==> src/common/irf_pkg.sv <==
package irf_pkg;

   // thread and register geometry
   localparam int NUM_THREADS     = 4;
   localparam int REGS_PER_THREAD = 32;
   localparam int NUM_ACTIVE      = NUM_THREADS * REGS_PER_THREAD;

   // swap groups of 8 registers each
   localparam int GROUP_SIZE = 8;
   localparam int ODD_BASE   = 8;    // r8..r15
   localparam int LOCAL_BASE = 16;   // r16..r23
   localparam int EVEN_BASE  = 24;   // r24..r31

   // backing store depths
   localparam int NUM_LO_WINDOWS = 8;   // locals follow the full cwp
   localparam int NUM_HI_WINDOWS = 4;   // odd and even use a 2-bit pointer
   localparam int LOCAL_DEPTH    = NUM_THREADS * NUM_LO_WINDOWS * GROUP_SIZE;
   localparam int OUTER_DEPTH    = NUM_THREADS * NUM_HI_WINDOWS * GROUP_SIZE;

   typedef logic [1:0] tid_t;
   typedef logic [4:0] reg_addr_t;
   typedef logic [6:0] thr_reg_t;    // {tid, reg}
   typedef logic [2:0] cwp_t;
   typedef logic [1:0] e_cwp_t;
   typedef logic [2:0] grp_idx_t;

   // encoding doubles as the bit position in the engine's pending mask
   typedef enum logic [1:0] {
      ODD   = 2'd0,
      LOCAL = 2'd1,
      EVEN  = 2'd2
   } group_t;

endpackage

==> src/window/irf_swap_engine.sv <==
`timescale 1ns/1ps

module irf_swap_engine #(
   parameter int DATA_WIDTH = 72
) (
   input  logic                  clk,
   input  logic                  rst,
   // command and handshake
   input  logic                  swap_req,
   output logic                  swap_ack,
   input  irf_pkg::tid_t         swap_tid,
   input  irf_pkg::cwp_t         old_cwp,
   input  irf_pkg::cwp_t         new_cwp,
   input  irf_pkg::e_cwp_t       old_e_cwp,
   input  irf_pkg::e_cwp_t       new_e_cwp,
   input  logic                  swap_odd,
   input  logic                  swap_local,
   input  logic                  swap_even,
   // active array port
   output irf_pkg::thr_reg_t     eng_rd_addr,
   input  logic [DATA_WIDTH-1:0] eng_rd_data,
   output logic                  eng_wen,
   output irf_pkg::thr_reg_t     eng_wr_addr,
   output logic [DATA_WIDTH-1:0] eng_wr_data,
   // window store port
   output irf_pkg::group_t       st_group,
   output logic [7:0]            st_index,
   output logic                  st_wen,
   output logic [DATA_WIDTH-1:0] st_wr_data,
   input  logic [DATA_WIDTH-1:0] st_rd_data
);

   typedef enum logic [1:0] {
      S_IDLE,
      S_SAVE,
      S_RESTORE,
      S_DONE
   } state_t;

   state_t             state;
   logic [2:0]         pend;        // groups still to move indexed by group_t value
   irf_pkg::grp_idx_t  idx;

   // command captured at the start of a swap
   irf_pkg::tid_t      tid_q;
   irf_pkg::cwp_t      old_cwp_q;
   irf_pkg::cwp_t      new_cwp_q;
   irf_pkg::e_cwp_t    old_e_cwp_q;
   irf_pkg::e_cwp_t    new_e_cwp_q;

   irf_pkg::group_t    cur_grp;
   logic [2:0]         cur_mask;
   logic [2:0]         pend_left;
   irf_pkg::reg_addr_t grp_base;
   irf_pkg::reg_addr_t act_reg;
   irf_pkg::cwp_t      cwp_sel;
   irf_pkg::e_cwp_t    e_cwp_sel;
   logic               last;
   logic               start;
   logic               any_grp;

   assign start   = (state == S_IDLE) && swap_req;
   assign any_grp = swap_odd | swap_local | swap_even;
   assign last    = (idx == irf_pkg::grp_idx_t'(irf_pkg::GROUP_SIZE - 1));

   // odd first, then locals, then even
   always_comb begin
      if (pend[0]) begin
         cur_grp = irf_pkg::ODD;
      end else if (pend[1]) begin
         cur_grp = irf_pkg::LOCAL;
      end else begin
         cur_grp = irf_pkg::EVEN;
      end
   end

   assign cur_mask  = 3'b001 << cur_grp;
   assign pend_left = pend & ~cur_mask;

   always_comb begin
      case (cur_grp)
         irf_pkg::ODD:   grp_base = irf_pkg::reg_addr_t'(irf_pkg::ODD_BASE);
         irf_pkg::LOCAL: grp_base = irf_pkg::reg_addr_t'(irf_pkg::LOCAL_BASE);
         default:        grp_base = irf_pkg::reg_addr_t'(irf_pkg::EVEN_BASE);
      endcase
   end

   // save uses the old pointers, restore the new ones
   assign cwp_sel   = (state == S_RESTORE) ? new_cwp_q : old_cwp_q;
   assign e_cwp_sel = (state == S_RESTORE) ? new_e_cwp_q : old_e_cwp_q;

   always_comb begin
      case (cur_grp)
         irf_pkg::LOCAL: st_index = {tid_q, cwp_sel, idx};
         irf_pkg::ODD:   st_index = {1'b0, tid_q, cwp_sel[2:1], idx};
         default:        st_index = {1'b0, tid_q, e_cwp_sel, idx};
      endcase
   end

   assign act_reg     = grp_base | {2'b00, idx};   // bases are multiples of 8
   assign eng_rd_addr = {tid_q, act_reg};
   assign eng_wr_addr = {tid_q, act_reg};
   assign st_group    = cur_grp;

   assign st_wen      = (state == S_SAVE);
   assign st_wr_data  = eng_rd_data;
   assign eng_wen     = (state == S_RESTORE);
   assign eng_wr_data = st_rd_data;

   assign swap_ack    = (state == S_DONE);

   always_ff @(posedge clk) begin
      if (rst) begin
         state <= S_IDLE;
         pend  <= '0;
         idx   <= '0;
      end else begin
         case (state)
            S_IDLE: begin
               if (start) begin
                  pend  <= {swap_even, swap_local, swap_odd};
                  idx   <= '0;
                  state <= any_grp ? S_SAVE : S_DONE;   // nothing to move so ack at once
               end
            end
            S_SAVE: begin
               idx <= idx + 1'b1;                     // wraps to 0 for the restore pass
               if (last) begin
                  state <= S_RESTORE;
               end
            end
            S_RESTORE: begin
               idx <= idx + 1'b1;
               if (last) begin
                  pend  <= pend_left;
                  state <= (pend_left != '0) ? S_SAVE : S_DONE;
               end
            end
            default: begin
               if (!swap_req) begin
                  state <= S_IDLE;                    // ack drops with the request
               end
            end
         endcase
      end
   end

   always_ff @(posedge clk) begin
      if (start) begin
         tid_q       <= swap_tid;
         old_cwp_q   <= old_cwp;
         new_cwp_q   <= new_cwp;
         old_e_cwp_q <= old_e_cwp;
         new_e_cwp_q <= new_e_cwp;
      end
   end

endmodule

==> config.mk <==
export PLATFORM = sky130hd
export DESIGN_NAME = irf_swap_engine
export DESIGN_NICKNAME = d
export VERILOG_FILES = /design/src/common/irf_pkg.sv /design/src/window/irf_swap_engine.sv
export SDC_FILE = /design/constraint.sdc
export NUM_CORES = 1
export LEC_CHECK = 0
export ABC_AREA = 0
export CAP_MARGIN = 0
export CORE_AREA = 2 2 129 131
export CTS_CLUSTER_SIZE = 16
export DETAILED_ROUTE_END_ITERATION = 6
export DIE_AREA = 0 0 131 133
export DONT_BUFFER_PORTS = 1
export GPL_TIMING_DRIVEN = 0
export SLEW_MARGIN = 40
export SYNTH_ARGS = -nofsm -noshare
export SYNTH_HDL_FRONTEND = slang
export SYNTH_SLANG_ARGS = --single-unit
==> constraint.sdc <==
create_clock -name clk -period 5.5 [get_ports clk]
set_input_delay 1.375 -clock clk [delete_from_list [all_inputs] [get_ports clk]]
set_output_delay 1.375 -clock clk [all_outputs]
set_load 0.03 [all_outputs]
After elaboration in Yosys (flattened, before gate mapping)
Index checks and enable logic that the tools add are counted.
{"block": "word_totals", "reg_bits": 20, "inputBits": 162, "output_inout_bits": 171, "wordCells": 52}
{"block": "classes", "addsub": 1, "reduce_logical": 10, "shift": 1, "n_bitwise": 5, "n_eq_ne": 9, "mux": 18}
{"op": "$mux W2", "count": 9}
{"op": "$pmux W8 S2", "count": 1}
{"op": "$mux W3", "count": 4}
{"op": "$pmux W3 S2", "count": 2}
{"op": "$pmux W5 S2", "count": 1}
{"op": "$pmux W2 S3", "count": 1}
{"op": "$or A5 B3 Y5", "count": 1}
{"op": "$eq A2 B1 Y1 const B", "count": 2}
{"op": "$eq A2 B2 Y1 const B", "count": 2}
{"op": "$logic_not A2 Y1", "count": 2}
{"op": "$ne A2 B1 Y1 const B", "count": 2}
{"op": "$ne A4 B1 Y1 const B", "count": 1}
{"op": "$reduce_and A4 Y1", "count": 1}
{"op": "$reduce_bool A2 Y1", "count": 2}
{"op": "$add A3 B1 Y3 const B", "count": 1}
{"op": "$and A3 B3 Y3", "count": 1}
{"op": "$eq A3 B3 Y1 const B", "count": 1}
{"op": "$not A3 Y3", "count": 1}
{"op": "$reduce_and A3 Y1", "count": 1}
{"op": "$reduce_bool A3 Y1", "count": 1}
{"op": "$shl A1 B2 Y3 const A", "count": 1}
{"op": "$ne A2 B2 Y1 const B", "count": 1}
{"op": "$or A1 B1 Y1", "count": 2}
{"op": "$reduce_and A2 Y1", "count": 1}
{"op": "2 further kinds", "count": 2}

Longest topological paths before layout
{"block": "depth", "ltp_word": 9, "ltp_mapped": 7, "depth_no_buf": 5}

Worst setup path after synthesis
OpenSTA, ideal clock, no wires.
{"block": "synth_timing", "path_type": "register -> output", "startpoint": "register pend[1]", "endpoint": "output st_index[5]", "t_required_ps": 4125, "n_path_buf": 0, "slack_ps": 2009, "stages_incl_launch_ff": 4, "arrival_time_ps": 2116, "cell_sequence": "dfxtp_1 -> nor2b_1 -> inv_1 -> o21ai_0"}
{"block": "synth_via", "elab_chain_len": 4, "elab_cells_between_ends": 5, "classes_between": "eq/ne (1); mux (3); reduce/logical (1)"}
{"element": "start, declared", "line": "irf_swap_engine.sv:41", "rtl": "logic [2:0] pend;"}
{"element": "start signal, assigned", "line": "irf_swap_engine.sv:121", "rtl": "pend <= {swap_even, swap_local, swap_odd};"}
{"element": "start signal, assigned", "line": "irf_swap_engine.sv:135", "rtl": "pend <= pend_left;"}
{"element": "$mux W2 (*)", "line": "irf_swap_engine.sv:70", "rtl": "end else if (pend[1]) begin"}
{"element": "$mux W2 (*)", "line": "irf_swap_engine.sv:68", "rtl": "if (pend[0]) begin"}
{"element": "named net st_group[0]", "line": "irf_swap_engine.sv:26", "rtl": "output irf_pkg::group_t st_group,"}
{"element": "$eq A2 B1 Y1 / $logic_not A2 Y1 (equally long branches)", "line": "irf_swap_engine.sv:93", "rtl": "case (cur_grp)"}
{"element": "$pmux W8 S2 (*)", "line": "irf_swap_engine.sv:93"}
{"element": "end, declared", "line": "irf_swap_engine.sv:27", "rtl": "output logic [7:0] st_index,"}
The timed path passes the listed nets; every way through them passes the cells marked *.

Worst setup path after layout
Ends and elaborated chain as after synthesis.

==> out/summary.txt <==
Routed wire per std cell: 18.37 um
post-synth cell types: 30
Slew Limit Fails: 0
Internal: 0.4860 mW
post-layout util: 15.83%
Clk pin slew, worst setup/hold paths: 60 ps
CTS sink cnt: 20
Final ANT Viol Nets: 0
vias in the first global route: 1361
Synth area leaders: buf_4 (53%), edfxtp_1 (17%), dfxtp_1 (7.3%)
Vias: 1473
most frequent cells in the layout: buf_4 (155), edfxtp_1 (12), nand2_1 (8), dfxtp_1 (8), inv_1 (7)
iteration-0 DRC count of the detailed router: 31
max_slew headroom: 43.68%
leak pwr: 1.176 nW
Crit. End Element: output pin
Logic pwr share: 54.4%
DRC viols: 0
clock share of power: 19.6%
number of buffers created by CTS: 3
largest net degree at the start of global routing: 13
Worst-Margin Slew: 843.1 ps
Syn Area/Cell: 8.943 um2
GP Congestion: 0.8241
worst skew pair latency: 250 ps
post-DP HPWL: 7.923 mm
Final Power: 0.9200 mW
DR pass1 iterations: 4
WP data arrival: 2470 ps
clk_skew: 2.987 ps
Tmin final: 3848 ps
P&R area growth vs syn: 17.32%
Synth top area share: 53.33%
Synth Instances: 244
Mapped Area: 2182 um2
root buf cell: clkbuf_16
H-tree depth: 1
CP Launch Type: flip-flop
EDFF count, synth: 12
Max Cap Viol: 0
first-pass GRT wire length: 10.32 mm
WL final: 8.615 mm
Syn. warnings: 0
most common cell after layout, fill and taps aside: buf_4
outcome: complete, no violations
metal2 WL: 4.213 mm
Worst Path Max Fanout: 7
VDD IR max: 0.0001849 V
Via-to-Cell Ratio: 3.141
post-synthesis sequential area ratio: 23.85%
Highest Signal Layer: met5
CTS Hold Bufs: 0
#FFs+latches synth: 20
Vert. Die Dim: 133 um
RSZ-0062 raised after global routing: false
Hold WC Path Type: reg2reg
Crit Path Category: reg2out
Nets: 417
FP Rows: 47
Longest Clk Path Bufs: 2
grt ovf: 0
postcts setup bufs: 0
prevailing post-synth register cell: edfxtp_1
DIE AREA: 17420 um2
GRT Util Overall: 8.489%
die width: 131 um
cts repair resizes: 0
Mapped Nets: 412
Final Cycle Share: 69.96%
wl on met1: 3.328 mm
Switching Fraction: 47.17%
fmax: 0.2599 GHz
Flop pwr share: 25.9%
final hold violations: 0
initial antenna violation count: 2
Starting Density: 13.49%
Final TNS setup: 0 ps
layout cells sized above 1: 65.73%
top-level I/O count: 333
P_sw: 0.4340 mW
asr flop ratio synth: 0%
cell area power density: 359.4 nW/um2
I/O Buffers: 0
CTS tree: built
WL met3: 1.052 mm
Worst EP required: 4120 ps
Finish-stage setup viols: 0
core box area: 16170 um2
Synth area leader: buf_4
-- layer usage --
metal	global-route usage, %	vias up
met5	0	-
li1	-	656
met4	0.8865	2
met2	13.70	121
met1	10.91	690
met3	3.558	4
-- layout make-up --
type                            count  area (um2)
Antenna cell                        1       2.502
Buffer                            158        1184
Clock buffer                        4       100.1
Fill cell                        1810       13610
Inverter                            7       26.28
Multi-Input combinational cell     59       451.7
Sequential cell                    20       520.5
Tap cell                          220       275.3
-- kinds of logic after synthesis --
group	after synthesis	synth area share (%)
flip-flops	20	23.85
buffers and inverters	165	55.45
multiplexers	5	3.784
AO/OA/AOI/OAI	23	6.594
adder cells (fa/ha/maj)	7	3.899
AND/OR/NAND/NOR	24	6.422
-- power by group through the flow --
stage                     Clock [mW]  Sequential, mW  Combinational, mW
after floorplan                    0           0.231              0.445
after global placement             0           0.243              0.505
after detailed placement           0           0.244              0.505
after CTS                      0.187           0.240              0.506
after global routing           0.192           0.246              0.534
final                          0.180           0.239              0.501
-- path summary, 6_finish.rpt --
kind | start | endpoint | slack [ps] | depth (start not counted)
worst max-delay path | pend[1]$_SDFFE_PP0P_ | st_index[5] | 1650 | 3
worst min-delay path | pend[2]$_SDFFE_PP0P_ | pend[2]$_SDFFE_PP0P_ | 480 | 2
worst max register to register | state[0]$_SDFFE_PP0P_ | state[1]$_SDFFE_PP0P_ | 3560 | 6
worst min register to register | pend[2]$_SDFFE_PP0P_ | pend[2]$_SDFFE_PP0P_ | 480 | 2
-- synth_stat cells (all sizes together) (3+ instances only) --
cell type  count
a21oi          6
and2           3
buf          157
dfxtp          8
edfxtp        12
ha             6
inv            7
mux2i          3
nand2          8
nand4          3
o21ai          9
or4b           3
-- per-stage QoR --
step	cell area [um2]	std cells	hold slack (ps)	worst slack, ps
2_1_floorplan	2182	244	449.5	2009
4_1_cts	2557	468	475.9	1660
3_3_place_gp	2457	464	462.8	1678
3_5_place_dp	2457	464	466.5	1936
5_1_grt	2557	468	537.0	1565
6_report	2560	469	478.6	1652
-- state kept, by name, summed over array words and instances (netlist names) --
signal and flops:
idx 3, pend 3, new_cwp_q 3, old_e_cwp_q 2, old_cwp_q 3, state 2
tid_q 2, new_e_cwp_q 2
-- critical path, stage by stage, from the launching register on --
cell	delay [ps]
dfxtp_1	480
nor2b_1	730
inv_1	420
o21ai_1	600
Note: power is estimated with default switching activity, not from simulation.
